File: src/logic/cache_geom_pkg.sv
`default_nettype none

package cache_geom_pkg;

    localparam int LINE_ADDR_BITS = 10;
    localparam int SET_BITS = 4;
    localparam int NUM_SETS = 1 << SET_BITS;
    localparam int REQ_TAG_BITS = 6;

    // line address is {line tag, set index}
    typedef logic [LINE_ADDR_BITS-1:0] line_addr_t;
    typedef logic [SET_BITS-1:0] set_idx_t;
    typedef logic [LINE_ADDR_BITS-SET_BITS-1:0] line_tag_t;

    // opaque core tag, returned with the response
    typedef logic [REQ_TAG_BITS-1:0] req_tag_t;

endpackage

`default_nettype wire

File: src/logic/pipe_ctrl_pkg.sv
`default_nettype none

package pipe_ctrl_pkg;

    localparam int MRVQ_SIZE = 8;
    typedef logic [$clog2(MRVQ_SIZE)-1:0] mrvq_ptr_t;
    typedef logic [$clog2(MRVQ_SIZE):0] mrvq_count_t;

    // room for the requests still in st1 to st3
    localparam int FULL_DISTANCE = 3;

    localparam int PIPE_DEPTH = 3;
    localparam int REQ_FIFO_DEPTH = 4;

endpackage

`default_nettype wire

File: src/logic/core_req_fifo.sv
`timescale 1ns/100ps
`default_nettype none

module core_req_fifo #(
    parameter int DEPTH = 4
) (
    input  logic                       clk,
    input  logic                       reset,
    input  logic                       push,
    input  cache_geom_pkg::line_addr_t push_addr,
    input  cache_geom_pkg::req_tag_t   push_tag,
    input  logic                       pop,
    output logic                       head_valid,
    output cache_geom_pkg::line_addr_t head_addr,
    output cache_geom_pkg::req_tag_t   head_tag,
    output logic                       full
);

    typedef logic [$clog2(DEPTH)-1:0] fifo_ptr_t;
    typedef logic [$clog2(DEPTH):0] fifo_count_t;

    cache_geom_pkg::line_addr_t addr_mem [DEPTH];
    cache_geom_pkg::req_tag_t   tag_mem [DEPTH];
    fifo_ptr_t   wr_ptr;
    fifo_ptr_t   rd_ptr;
    fifo_count_t count;

    // head is visible without a read cycle
    assign head_valid = (count != '0);
    assign head_addr = addr_mem[rd_ptr];
    assign head_tag = tag_mem[rd_ptr];
    assign full = (count == fifo_count_t'(DEPTH));

    always_ff @(posedge clk) begin
        if (reset) begin
            wr_ptr <= '0;
            rd_ptr <= '0;
            count <= '0;
        end else begin
            if (push) begin
                wr_ptr <= wr_ptr + fifo_ptr_t'(1);
            end
            if (pop) begin
                rd_ptr <= rd_ptr + fifo_ptr_t'(1);
            end
            if (push && !pop) begin
                count <= count + fifo_count_t'(1);
            end else if (pop && !push) begin
                count <= count - fifo_count_t'(1);
            end
        end
    end

    always_ff @(posedge clk) begin
        if (push) begin
            addr_mem[wr_ptr] <= push_addr;
            tag_mem[wr_ptr] <= push_tag;
        end
    end

    // core side honours full, pipeline only pops a valid head
    assert property (@(posedge clk) disable iff (reset)
        !(push && full) && !(pop && !head_valid));

endmodule

`default_nettype wire

File: src/logic/line_state_table.sv
`timescale 1ns/100ps
`default_nettype none

module line_state_table (
    input  logic                       clk,
    input  logic                       reset,
    input  cache_geom_pkg::line_addr_t lookup_addr,
    input  logic                       fill_valid,
    input  cache_geom_pkg::line_addr_t fill_addr,
    output logic                       lookup_hit
);

    logic [cache_geom_pkg::NUM_SETS-1:0] valid_bits;
    cache_geom_pkg::line_tag_t tag_mem [cache_geom_pkg::NUM_SETS];

    cache_geom_pkg::set_idx_t  lookup_set;
    cache_geom_pkg::set_idx_t  fill_set;
    cache_geom_pkg::line_tag_t lookup_tag;
    cache_geom_pkg::line_tag_t fill_tag;

    assign lookup_set = lookup_addr[cache_geom_pkg::SET_BITS-1:0];
    assign lookup_tag = lookup_addr[cache_geom_pkg::LINE_ADDR_BITS-1:cache_geom_pkg::SET_BITS];
    assign fill_set = fill_addr[cache_geom_pkg::SET_BITS-1:0];
    assign fill_tag = fill_addr[cache_geom_pkg::LINE_ADDR_BITS-1:cache_geom_pkg::SET_BITS];

    always_ff @(posedge clk) begin
        if (reset) begin
            valid_bits <= '0;
            lookup_hit <= 1'b0;
        end else begin
            if (fill_valid) begin
                valid_bits[fill_set] <= 1'b1;
            end
            // lookup sees the array before this cycle's fill
            lookup_hit <= valid_bits[lookup_set] && (tag_mem[lookup_set] == lookup_tag);
        end
    end

    // direct mapped, newest fill owns the set
    always_ff @(posedge clk) begin
        if (fill_valid) begin
            tag_mem[fill_set] <= fill_tag;
        end
    end

endmodule

`default_nettype wire

File: src/logic/miss_resrv_queue.sv
`timescale 1ns/100ps
`default_nettype none

module miss_resrv_queue (
    input  logic                       clk,
    input  logic                       reset,
    input  logic                       enqueue_st3,
    input  cache_geom_pkg::line_addr_t enqueue_addr_st3,
    input  cache_geom_pkg::req_tag_t   enqueue_tag_st3,
    input  logic                       enqueue_msrq_st3,
    input  logic                       enqueue_ready_st3,
    output logic                       enqueue_full,
    output logic                       enqueue_almfull,
    input  logic                       update_ready_st0,
    input  cache_geom_pkg::line_addr_t addr_st0,
    output logic                       pending_hazard_st0,
    input  logic                       schedule_st0,
    output logic                       dequeue_valid_st0,
    output cache_geom_pkg::line_addr_t dequeue_addr_st0,
    output cache_geom_pkg::req_tag_t   dequeue_tag_st0,
    input  logic                       dequeue_st3
);

    cache_geom_pkg::line_addr_t addr_table [pipe_ctrl_pkg::MRVQ_SIZE];
    cache_geom_pkg::req_tag_t   tag_table [pipe_ctrl_pkg::MRVQ_SIZE];

    logic [pipe_ctrl_pkg::MRVQ_SIZE-1:0] valid_table;
    logic [pipe_ctrl_pkg::MRVQ_SIZE-1:0] ready_table;
    logic [pipe_ctrl_pkg::MRVQ_SIZE-1:0] addr_match;

    pipe_ctrl_pkg::mrvq_ptr_t   head_ptr;
    pipe_ctrl_pkg::mrvq_ptr_t   tail_ptr;
    pipe_ctrl_pkg::mrvq_ptr_t   schedule_ptr;
    pipe_ctrl_pkg::mrvq_ptr_t   restore_ptr;
    pipe_ctrl_pkg::mrvq_count_t size;

    logic push;

    assign push = enqueue_st3 && !enqueue_msrq_st3;

    assign enqueue_full = (size == pipe_ctrl_pkg::mrvq_count_t'(pipe_ctrl_pkg::MRVQ_SIZE));
    assign enqueue_almfull = (size >= pipe_ctrl_pkg::mrvq_count_t'(
        pipe_ctrl_pkg::MRVQ_SIZE - pipe_ctrl_pkg::FULL_DISTANCE));

    always_comb begin
        for (int i = 0; i < pipe_ctrl_pkg::MRVQ_SIZE; i++) begin
            addr_match[i] = valid_table[i] && (addr_table[i] == addr_st0);
        end
    end

    assign pending_hazard_st0 = |addr_match;

    // in-order replay from the schedule pointer
    assign dequeue_valid_st0 = valid_table[schedule_ptr] && ready_table[schedule_ptr];
    assign dequeue_addr_st0 = addr_table[schedule_ptr];
    assign dequeue_tag_st0 = tag_table[schedule_ptr];

    always_ff @(posedge clk) begin
        if (reset) begin
            valid_table <= '0;
            ready_table <= '0;
            head_ptr <= '0;
            tail_ptr <= '0;
            schedule_ptr <= '0;
            restore_ptr <= '0;
            size <= '0;
        end else begin
            if (update_ready_st0) begin
                ready_table <= ready_table | addr_match;
            end

            if (enqueue_st3) begin
                if (enqueue_msrq_st3) begin
                    // replay missed again, park it and rewind
                    valid_table[restore_ptr] <= 1'b1;
                    ready_table[restore_ptr] <= enqueue_ready_st3;
                    schedule_ptr <= head_ptr;
                end else begin
                    valid_table[tail_ptr] <= 1'b1;
                    ready_table[tail_ptr] <= enqueue_ready_st3;
                    tail_ptr <= tail_ptr + pipe_ctrl_pkg::mrvq_ptr_t'(1);
                    size <= size + pipe_ctrl_pkg::mrvq_count_t'(1);
                end
            end else if (dequeue_st3) begin
                valid_table[head_ptr] <= 1'b0;
                head_ptr <= head_ptr + pipe_ctrl_pkg::mrvq_ptr_t'(1);
                size <= size - pipe_ctrl_pkg::mrvq_count_t'(1);
            end

            if (schedule_st0) begin
                valid_table[schedule_ptr] <= 1'b0;
                restore_ptr <= schedule_ptr;
                schedule_ptr <= schedule_ptr + pipe_ctrl_pkg::mrvq_ptr_t'(1);
            end
        end
    end

    always_ff @(posedge clk) begin
        if (push) begin
            addr_table[tail_ptr] <= enqueue_addr_st3;
            tag_table[tail_ptr] <= enqueue_tag_st3;
        end
    end

    assert property (@(posedge clk) disable iff (reset) schedule_st0 |-> dequeue_valid_st0);

    // almost-full margin must cover everything already past st0
    assert property (@(posedge clk) disable iff (reset) push |-> !enqueue_full);

    assert property (@(posedge clk) disable iff (reset) !(enqueue_st3 && dequeue_st3));

endmodule

`default_nettype wire

File: src/logic/bank_pipeline.sv
`timescale 1ns/100ps
`default_nettype none

module bank_pipeline (
    input  logic                       clk,
    input  logic                       reset,
    input  logic                       fifo_valid,
    input  cache_geom_pkg::line_addr_t fifo_addr,
    input  cache_geom_pkg::req_tag_t   fifo_tag,
    output logic                       fifo_pop,
    input  logic                       fill_valid,
    input  cache_geom_pkg::line_addr_t fill_addr,
    output cache_geom_pkg::line_addr_t lookup_addr,
    input  logic                       lookup_hit,
    output cache_geom_pkg::line_addr_t addr_st0,
    output logic                       update_ready_st0,
    input  logic                       pending_hazard_st0,
    input  logic                       dequeue_valid_st0,
    input  cache_geom_pkg::line_addr_t dequeue_addr_st0,
    input  cache_geom_pkg::req_tag_t   dequeue_tag_st0,
    output logic                       schedule_st0,
    input  logic                       enqueue_almfull,
    output logic                       enqueue_st3,
    output cache_geom_pkg::line_addr_t enqueue_addr_st3,
    output cache_geom_pkg::req_tag_t   enqueue_tag_st3,
    output logic                       enqueue_msrq_st3,
    output logic                       enqueue_ready_st3,
    output logic                       dequeue_st3,
    output logic                       mem_req_valid,
    output cache_geom_pkg::line_addr_t mem_req_addr,
    output logic                       core_rsp_valid,
    output cache_geom_pkg::req_tag_t   core_rsp_tag,
    output cache_geom_pkg::line_addr_t core_rsp_addr
);

    // stage k of these vectors is st<k>
    logic [pipe_ctrl_pkg::PIPE_DEPTH:1] v_q;
    logic [pipe_ctrl_pkg::PIPE_DEPTH:1] fill_q;
    logic [pipe_ctrl_pkg::PIPE_DEPTH:1] rpl_q;
    logic [pipe_ctrl_pkg::PIPE_DEPTH:1] haz_q;
    logic [pipe_ctrl_pkg::PIPE_DEPTH:2] hit_q;
    logic [pipe_ctrl_pkg::PIPE_DEPTH:1] stage_hit;
    cache_geom_pkg::line_addr_t addr_q [1:pipe_ctrl_pkg::PIPE_DEPTH];
    cache_geom_pkg::req_tag_t   tag_q [1:pipe_ctrl_pkg::PIPE_DEPTH];

    logic do_replay;
    logic do_core;
    logic issue_st0;
    logic replay_inflight;
    logic inflight_miss;
    logic hazard_st0;
    logic fill_match_st3;
    logic at_st3;
    cache_geom_pkg::req_tag_t tag_st0;

    assign stage_hit = {hit_q, lookup_hit};

    // fill first, then one replay at a time, then new core requests
    assign replay_inflight = |(v_q & rpl_q);
    assign do_replay = !fill_valid && dequeue_valid_st0 && !replay_inflight;
    assign do_core = !fill_valid && !do_replay && fifo_valid && !enqueue_almfull;
    assign issue_st0 = fill_valid || do_replay || do_core;

    assign addr_st0 = fill_valid ? fill_addr : (do_replay ? dequeue_addr_st0 : fifo_addr);
    assign tag_st0 = do_replay ? dequeue_tag_st0 : fifo_tag;
    assign lookup_addr = addr_st0;
    assign update_ready_st0 = fill_valid;
    assign schedule_st0 = do_replay;
    assign fifo_pop = do_core;

    always_comb begin
        inflight_miss = 1'b0;
        fill_match_st3 = fill_valid && (fill_addr == addr_q[pipe_ctrl_pkg::PIPE_DEPTH]);
        for (int k = 1; k <= pipe_ctrl_pkg::PIPE_DEPTH; k++) begin
            // a miss ahead of us will already request this line
            if (v_q[k] && !fill_q[k] && !stage_hit[k] && (addr_q[k] == addr_st0)) begin
                inflight_miss = 1'b1;
            end
            // fills younger than the st3 item came after its lookup
            if ((k < pipe_ctrl_pkg::PIPE_DEPTH) && v_q[k] && fill_q[k] &&
                (addr_q[k] == addr_q[pipe_ctrl_pkg::PIPE_DEPTH])) begin
                fill_match_st3 = 1'b1;
            end
        end
    end

    assign hazard_st0 = do_core && (pending_hazard_st0 || inflight_miss);

    assign at_st3 = v_q[pipe_ctrl_pkg::PIPE_DEPTH] && !fill_q[pipe_ctrl_pkg::PIPE_DEPTH];
    assign enqueue_st3 = at_st3 && !hit_q[pipe_ctrl_pkg::PIPE_DEPTH];
    assign enqueue_addr_st3 = addr_q[pipe_ctrl_pkg::PIPE_DEPTH];
    assign enqueue_tag_st3 = tag_q[pipe_ctrl_pkg::PIPE_DEPTH];
    assign enqueue_msrq_st3 = rpl_q[pipe_ctrl_pkg::PIPE_DEPTH];
    assign enqueue_ready_st3 = fill_match_st3;
    assign dequeue_st3 = at_st3 && rpl_q[pipe_ctrl_pkg::PIPE_DEPTH] &&
                         hit_q[pipe_ctrl_pkg::PIPE_DEPTH];

    always_ff @(posedge clk) begin
        if (reset) begin
            v_q <= '0;
            fill_q <= '0;
            rpl_q <= '0;
            mem_req_valid <= 1'b0;
            core_rsp_valid <= 1'b0;
        end else begin
            v_q <= {v_q[pipe_ctrl_pkg::PIPE_DEPTH-1:1], issue_st0};
            fill_q <= {fill_q[pipe_ctrl_pkg::PIPE_DEPTH-1:1], fill_valid};
            rpl_q <= {rpl_q[pipe_ctrl_pkg::PIPE_DEPTH-1:1], do_replay};
            core_rsp_valid <= at_st3 && hit_q[pipe_ctrl_pkg::PIPE_DEPTH];
            mem_req_valid <= enqueue_st3 && !haz_q[pipe_ctrl_pkg::PIPE_DEPTH] &&
                             !fill_match_st3;
        end
    end

    always_ff @(posedge clk) begin
        addr_q[1] <= addr_st0;
        tag_q[1] <= tag_st0;
        for (int k = 2; k <= pipe_ctrl_pkg::PIPE_DEPTH; k++) begin
            addr_q[k] <= addr_q[k-1];
            tag_q[k] <= tag_q[k-1];
        end
        haz_q <= {haz_q[pipe_ctrl_pkg::PIPE_DEPTH-1:1], hazard_st0};
        hit_q <= stage_hit[pipe_ctrl_pkg::PIPE_DEPTH-1:1];
        mem_req_addr <= addr_q[pipe_ctrl_pkg::PIPE_DEPTH];
        core_rsp_tag <= tag_q[pipe_ctrl_pkg::PIPE_DEPTH];
        core_rsp_addr <= addr_q[pipe_ctrl_pkg::PIPE_DEPTH];
    end

    // a fill taken at st0 never comes out as a response
    assert property (@(posedge clk) disable iff (reset)
        $past(fill_valid, pipe_ctrl_pkg::PIPE_DEPTH + 1) |-> !core_rsp_valid);

endmodule

`default_nettype wire

File: src/logic/miss_path_top.sv
`timescale 1ns/100ps
`default_nettype none

module miss_path_top (
    input  logic                       clk,
    input  logic                       reset,
    input  logic                       core_req_valid,
    input  cache_geom_pkg::line_addr_t core_req_addr,
    input  cache_geom_pkg::req_tag_t   core_req_tag,
    output logic                       core_req_full,
    input  logic                       fill_valid,
    input  cache_geom_pkg::line_addr_t fill_addr,
    output logic                       mem_req_valid,
    output cache_geom_pkg::line_addr_t mem_req_addr,
    output logic                       core_rsp_valid,
    output cache_geom_pkg::req_tag_t   core_rsp_tag,
    output cache_geom_pkg::line_addr_t core_rsp_addr
);

    logic                       fifo_valid;
    cache_geom_pkg::line_addr_t fifo_addr;
    cache_geom_pkg::req_tag_t   fifo_tag;
    logic                       fifo_pop;
    cache_geom_pkg::line_addr_t lookup_addr;
    logic                       lookup_hit;
    cache_geom_pkg::line_addr_t addr_st0;
    logic                       update_ready_st0;
    logic                       pending_hazard_st0;
    logic                       schedule_st0;
    logic                       dequeue_valid_st0;
    cache_geom_pkg::line_addr_t dequeue_addr_st0;
    cache_geom_pkg::req_tag_t   dequeue_tag_st0;
    logic                       enqueue_st3;
    cache_geom_pkg::line_addr_t enqueue_addr_st3;
    cache_geom_pkg::req_tag_t   enqueue_tag_st3;
    logic                       enqueue_msrq_st3;
    logic                       enqueue_ready_st3;
    logic                       enqueue_almfull;
    logic                       dequeue_st3;

    core_req_fifo #(
        .DEPTH(pipe_ctrl_pkg::REQ_FIFO_DEPTH)
    ) req_fifo (
        .clk(clk),
        .reset(reset),
        .push(core_req_valid),
        .push_addr(core_req_addr),
        .push_tag(core_req_tag),
        .pop(fifo_pop),
        .head_valid(fifo_valid),
        .head_addr(fifo_addr),
        .head_tag(fifo_tag),
        .full(core_req_full)
    );

    line_state_table state_table (
        .clk(clk),
        .reset(reset),
        .lookup_addr(lookup_addr),
        .fill_valid(fill_valid),
        .fill_addr(fill_addr),
        .lookup_hit(lookup_hit)
    );

    miss_resrv_queue mrvq (
        .clk(clk),
        .reset(reset),
        .enqueue_st3(enqueue_st3),
        .enqueue_addr_st3(enqueue_addr_st3),
        .enqueue_tag_st3(enqueue_tag_st3),
        .enqueue_msrq_st3(enqueue_msrq_st3),
        .enqueue_ready_st3(enqueue_ready_st3),
        .enqueue_full(),
        .enqueue_almfull(enqueue_almfull),
        .update_ready_st0(update_ready_st0),
        .addr_st0(addr_st0),
        .pending_hazard_st0(pending_hazard_st0),
        .schedule_st0(schedule_st0),
        .dequeue_valid_st0(dequeue_valid_st0),
        .dequeue_addr_st0(dequeue_addr_st0),
        .dequeue_tag_st0(dequeue_tag_st0),
        .dequeue_st3(dequeue_st3)
    );

    bank_pipeline pipe (
        .clk(clk),
        .reset(reset),
        .fifo_valid(fifo_valid),
        .fifo_addr(fifo_addr),
        .fifo_tag(fifo_tag),
        .fifo_pop(fifo_pop),
        .fill_valid(fill_valid),
        .fill_addr(fill_addr),
        .lookup_addr(lookup_addr),
        .lookup_hit(lookup_hit),
        .addr_st0(addr_st0),
        .update_ready_st0(update_ready_st0),
        .pending_hazard_st0(pending_hazard_st0),
        .dequeue_valid_st0(dequeue_valid_st0),
        .dequeue_addr_st0(dequeue_addr_st0),
        .dequeue_tag_st0(dequeue_tag_st0),
        .schedule_st0(schedule_st0),
        .enqueue_almfull(enqueue_almfull),
        .enqueue_st3(enqueue_st3),
        .enqueue_addr_st3(enqueue_addr_st3),
        .enqueue_tag_st3(enqueue_tag_st3),
        .enqueue_msrq_st3(enqueue_msrq_st3),
        .enqueue_ready_st3(enqueue_ready_st3),
        .dequeue_st3(dequeue_st3),
        .mem_req_valid(mem_req_valid),
        .mem_req_addr(mem_req_addr),
        .core_rsp_valid(core_rsp_valid),
        .core_rsp_tag(core_rsp_tag),
        .core_rsp_addr(core_rsp_addr)
    );

endmodule

`default_nettype wire

File: config.mk
export PLATFORM = sky130hd
export DESIGN_NAME = miss_path_top
export DESIGN_NICKNAME = d
export VERILOG_FILES = /design/src/logic/cache_geom_pkg.sv /design/src/logic/pipe_ctrl_pkg.sv /design/src/logic/core_req_fifo.sv /design/src/logic/line_state_table.sv /design/src/logic/miss_resrv_queue.sv /design/src/logic/bank_pipeline.sv /design/src/logic/miss_path_top.sv
export SDC_FILE = /design/constraint.sdc
export NUM_CORES = 1
export LEC_CHECK = 0
export BUFFER_PORTS_ARGS = -buffer_cell sky130_fd_sc_hd__buf_2
export CORE_ASPECT_RATIO = 1.5
export CORE_MARGIN = 2
export CORE_UTILIZATION = 56
export CTS_CLUSTER_DIAMETER = 150
export DETAILED_ROUTE_END_ITERATION = 6
export PLACE_DENSITY = 0.76
export SLEW_MARGIN = 20
export SYNTH_ARGS = -nofsm -noshare
export SYNTH_HDL_FRONTEND = slang
export SYNTH_SLANG_ARGS = --single-unit
File: constraint.sdc
create_clock -name clk -period 3.6 [get_ports clk]
set_clock_uncertainty 0.15 [all_clocks]
set_input_delay 0.72 -clock clk [delete_from_list [all_inputs] [get_ports clk]]
set_output_delay 0.72 -clock clk [all_outputs]
set_load 0.1 [all_outputs]
==> impl_metrics.tcl, run 1 <==
set metrics [dict create \
    worst_ir_drop_vdd_uv 557 \
    dp_cells 1863 \
    cp.arrival_ns 3.85 \
    n_antenna_cell 0 \
    hold_viol 0 \
    worstPathMaxFanout 8 \
    finalSetupViolations 0 \
    powerDensity_mw_per_mm2 621 \
    clkLatencyLatePin_ns 0.57 \
    period_needed_ns 3.53 \
    nets 1543 \
    synth_seq_cells 429 \
    rsz0062_at_grt "yes" \
    synthToLayoutAreaGrowth_pct 17.2 \
    num_rows 80 \
    instances_no_fill 1943 \
    relSlewSlack 0.388 \
    clkTransAtPathRegs_ns 0.06 \
    final_common_cell "edfxtp_1" \
    h-tree-depth 2 \
    cts-root-buf "clkbuf_16" \
    timing.hold.ws_ns 0.178 \
    cts_buffers 40 \
    syn-cell-area_mm2 0.0181 \
    wl_um 48600 \
    yosysWarnings 0 \
    grt_pass1_vias 11900 \
    cp-end-kind "flip-flop" \
    grt_max_degree 56 \
    numClockSinks 429 \
    drt_iter0_markers 827 \
    cts_tree "built" \
    grt_pass1_wl_um 72000 \
    period_share 0.981 \
    async_reset_ff_frac 0 \
    power_frac_clock 0.319 \
    core_area_mm2 0.0318 \
    synth_cell_types 73 \
    start_kind "flip-flop" \
    critPathRequiredTime_ns 3.92 \
    synth_area_per_cell_um2 13.7 \
    port-buffer-count 58 \
    drive_gt1_frac 0.248 \
    via_count 11800 \
    hp-class "flip-flop to flip-flop" \
    maxSlewViolCount 0 \
    drc_errors 0 \
    grtUsageTotal 0.291 \
    fin_area_mm2 0.0212 \
    wl_per_cell_um 25.0 \
    place.detailed.hpwl_um 34400 \
    fmax_ghz 0.283 \
    final_cell_mix "edfxtp_1 (288), buf_4 (147), dfxtp_1 (139), xnor2_1 (91), nor2_1 (86)" \
    leakage_nw 7.37 \
    ys_seq_area_frac 0.635 \
    routabilityCongestion 1.04 \
    internal-power_mw 9.09 \
    synth_fp_nets 1365 \
    synthFlopType "edfxtp_1" \
    dpl_cell_area_mm2 0.0196 \
    overflow 0 \
    p_sw_frac 0.309 \
    antenna_found_initial 0 \
    fp.dieArea_mm2 0.0337 \
    via_per_inst 6.08 \
    synth_edf_count 288 \
    die-width_um 151 \
    setup-tns-final_ns 0 \
    cts.path.max_buffers 3 \
    outcome "finished clean" \
    drv_cap 0 \
    start_util 0.567 \
    postSynthCellCount 1323 \
    crit_type "flip-flop to flip-flop" \
    share_comb_of_total_power 0.232 \
    fin_ws_ns 0.0674 \
    power_frac_seq 0.449 \
    ios 59 \
    drt_pre_antenna_iters 7 \
    die_h_um 224 \
    ant_nets 0 \
    p_sw_mw 4.07 \
    pre_cts_slack_ns -0.220 \
    worst_pin_slew_ns 0.907 \
]
cells in the mapped netlist (26+ instances only):
cell	number	area share
a21oi_1	38	0.011
o21ai_0	29	0.0080
xnor2_1	91	0.044
mux2i_1	38	0.021
mux4_2	47	0.059
xor2_1	63	0.031
dfxtp_1	141	0.16
clkbuf_1	26	0.0054
nor2_1	86	0.018
nand3_1	35	0.0097
nand2_1	85	0.018
edfxtp_1	288	0.48
area by class of cell:
type	instances	area, um^2
Clock inverter	19	165
Clock buffer	55	1150
Sequential cell	429	11500
Fill cell	2303	10700
Inverter	21	86.3
Timing Repair Buffer	215	1570
Multi-Input combinational cell	794	6210
Tap cell	410	513
per-stage QoR:
stage          power [mW]   util
2_1_floorplan        7.95      -
6_report             13.2  0.665
3_5_place_dp         8.94  0.617
3_3_place_gp         8.91  0.617
5_1_grt              13.6  0.665
4_1_cts              13.1  0.659
kinds of logic after synthesis:
group	synth area share
AO/OA/AOI/OAI	0.0755
XOR/XNOR	0.0747
adder cells (fa/ha/maj)	0.00914
buffers and inverters	0.0289
flip-flops	0.635
multiplexers	0.0846
AND/OR/NAND/NOR	0.0921
worst max-delay path, stage by stage, from the launching register on:
cell and delay, ns:
dfxtp_1 0.36, and2_1 0.21, buf_4 0.15, and2_1 0.17, or4_4 0.52, o21ai_4 0.17
nor2_4 0.06, inv_6 0.14, buf_4 0.14, buf_4 0.14, buf_4 0.17, nand2_1 0.07
a31oi_1 0.40, a21oi_2 0.11, xor2_1 0.14, nand4_1 0.12, nor4_2 0.21
final timing paths:
check                       startpoint                     end  slack (ns)  cells past startpoint
hold / removal       pipe.tag_q[0][13]       pipe.tag_q[0][19]        0.18                      0
hold reg to reg      pipe.tag_q[0][13]       pipe.tag_q[0][19]        0.18                      0
setup reg to reg  mrvq.schedule_ptr[2]  state_table.lookup_hit        0.07                     16
setup / recovery  mrvq.schedule_ptr[2]  state_table.lookup_hit        0.07                     16
sequential cells by signal, indices dropped and copies added (netlist names), 4 cells and up, named ones only:
register,flops
mrvq.addr_table,80
mrvq.size,4
pipe.addr_q,30
mrvq.tag_table,48
mrvq.valid_table,8
pipe.tag_q,18
state_table.tag_mem,96
req_fifo.tag_mem,24
req_fifo.addr_mem,40
mrvq.ready_table,8
pipe.core_rsp_tag,6
state_table.valid_bits,16
pipe.mem_req_addr,10
power by group through the flow:
stage / Clock, mW / Combinational, mW / Sequential, mW
global placement: 0 / 2.92 / 5.99
floorplan: 0 / 1.60 / 6.34
detailed placement: 0 / 2.93 / 6.01
finish: 4.20 / 3.06 / 5.90
CTS: 4.26 / 2.96 / 5.91
global route: 4.42 / 3.20 / 5.94
routing by layer:
layer / track usage / vias to the layer above / share of wire
li1: - / 5308 / -
met1: 0.333 / 5859 / 0.36
met2: 0.517 / 481 / 0.52
met3: 0.0391 / 156 / 0.052
met4: 0.162 / 0 / 0.064
met5: 0 / - / 0
timing repair:
action	CTS	global route
pin swaps	1	3
gates resized for setup	5	34
buffers inserted	2	3
setup endpoints to repair	9	8
hold buffers	0	0
cloned	0	1
Note: power is estimated with default switching activity, not from simulation.
==> run 2: changes to the inputs <==
--- a/config.mk
+++ b/config.mk
@@ -11,8 +11,9 @@
 export CORE_UTILIZATION = 56
 export CTS_CLUSTER_DIAMETER = 150
 export DETAILED_ROUTE_END_ITERATION = 6
+export MAX_ROUTING_LAYER = met4
 export PLACE_DENSITY = 0.76
-export SLEW_MARGIN = 20
+export SLEW_MARGIN = 25
 export SYNTH_ARGS = -nofsm -noshare
 export SYNTH_HDL_FRONTEND = slang
 export SYNTH_SLANG_ARGS = --single-unit
==> impl_metrics.tcl, run 2 (synthesis gave the netlist of run 1 again) <==
set metrics [dict create \
    die_h_um 224 \
    final_cell_mix "edfxtp_1 (288), buf_4 (166), dfxtp_1 (139), xnor2_1 (90), nor2_1 (85)" \
    finalSetupViolations 0 \
    fp.dieArea_mm2 0.0337 \
    place.detailed.hpwl_um 34800 \
    regMostFlops "state_table.tag_mem" \
    path_delay_family "simple AND/OR/NAND/NOR gates" \
    multi_input_area_mm2 0.00628 \
    hold_depth 0 \
    regArea_mm2 0.0115 \
    cts.path.max_buffers 3 \
    drt_iter0_markers 864 \
    worst_pin_slew_ns 0.895 \
    nets 1568 \
    powerDensity_mw_per_mm2 622 \
    reg2reg_slack_ns 0.11 \
    dp_cells 1880 \
    fin_total_pwr_mw 13.4 \
    routabilityCongestion 0.991 \
    worst_ir_drop_vdd_uv 775 \
    h-tree-depth 2 \
    ant_nets 0 \
    timing.hold.ws_ns 0.176 \
    outcome "finished clean" \
    final_common_cell "edfxtp_1" \
    grt_max_degree 35 \
    n_antenna_cell 0 \
    antenna_found_initial 0 \
    num_rows 80 \
    period_needed_ns 3.49 \
    core_area_mm2 0.0318 \
    cp-end-kind "flip-flop" \
    ios 59 \
    start_kind "flip-flop" \
    clkTransAtPathRegs_ns 0.07 \
    clkLatencyLatePin_ns 0.55 \
    min_from "pipe.tag_q[0][17]" \
    drt_pre_antenna_iters 6 \
    fmax_ghz 0.286 \
    wl_per_cell_um 24.8 \
    hold_viol 0 \
    rsz0062_at_grt "yes" \
    crit_type "flip-flop to flip-flop" \
    grt_pass1_wl_um 71800 \
    cp_num_buf_inv 3 \
    crit_path_top_delay_cell "or4_4" \
    numClockSinks 429 \
    port-buffer-count 58 \
    drive_gt1_frac 0.267 \
    relSlewSlack 0.403 \
    cts-root-buf "clkbuf_16" \
    cts_buffers 40 \
    cts_tree "built" \
    via_per_inst 5.99 \
    crit_path_max_incr_delay_ns 0.58 \
    wl_um 48800 \
    largest_reg_flops 96 \
    maxSlewViolCount 0 \
    top_regs "state_table.tag_mem (96), mrvq.addr_table (80), mrvq.tag_table (48)" \
    period_share 0.970 \
    cp.arrival_ns 3.82 \
    drc_errors 0 \
    worstPathMaxFanout 7 \
    instances_no_fill 1968 \
    final_core_util 0.675 \
    drv_cap 0 \
    pre_cts_slack_ns -0.332 \
    grt_pass1_vias 12100 \
    fillCellCount 2259 \
    start_util 0.567 \
    crit_chain "mux4_2, mux2i_2, or4_4, o21ai_4, nor2_4, inv_4, buf_12, buf_12, xnor2_1, nand3_2, or4_4, o21ai_0, a31oi_1, a31oi_1" \
    die-width_um 151 \
    hp-class "flip-flop to flip-flop" \
    fin_ws_ns 0.109 \
    leakage_nw 7.53 \
    overflow 0 \
    synthToLayoutAreaGrowth_pct 18.9 \
    via_count 11800 \
    cp_num_cells 14 \
    whs_endpoint "pipe.tag_q[0][23]" \
    setup-tns-final_ns 0 \
    dpl_cell_area_mm2 0.0198 \
    critPathRequiredTime_ns 3.93 \
    fin_area_mm2 0.0215 \
    worstReg2RegEnd "pipe.haz_q[1]" \
    grtUsageTotal 0.299 \
    reg2reg_depth 14 \
]
-- run 2: cell count changes in the layout (fill, tap and decap cells not counted), moves of 3 or more --
cell and change:
buf_4 +19, clkbuf_8 -6, inv_4 -4, buf_6 +3, clkinv_1 +3, nor3_1 -3
-- run 2: report_power, final --
part	switching [mW]	internal, mW	leakage, nW
combinational	2.03	1.16	3.10
sequential	0.221	5.67	3.77
clock	1.83	2.43	0.652
total	4.09	9.27	7.53
-- run 2: repair_timing --
action                     CTS  global route
setup endpoints to repair   10            11
gates cloned                 0             0
gates resized for setup     11            49
hold buffers                 0             0
pin swaps                    2            14
setup buffers                3            11
-- run 2: area by class of cell --
type	count	share of cell area
sequential	429	0.534
multi-input combinational	794	0.292
timing repair buffer	240	0.0835
clock buffer	51	0.0519
tap	410	0.0239
clock inverter	23	0.00996
inverter	21	0.00402
-- run 2: layer usage --
metal	up-vias	part of all wire	track usage
met5	-	0	-
met4	0	0.067	0.176
met3	171	0.048	0.0373
met2	463	0.53	0.518
met1	5812	0.36	0.328
li1	5340	-	-
-- run 2: worst max path at each step --
stage	end	from	slack [ns]
global placement	state_table.lookup_hit	fill_valid	-0.26
floorplan	core_req_full	req_fifo.count[0]	0.17
CTS	state_table.lookup_hit	mrvq.schedule_ptr[0]	0.0001
detailed placement	state_table.lookup_hit	fill_valid	-0.33
finish	pipe.haz_q[1]	flip-flop	0.11
global route	state_table.lookup_hit	flip-flop	-0.07
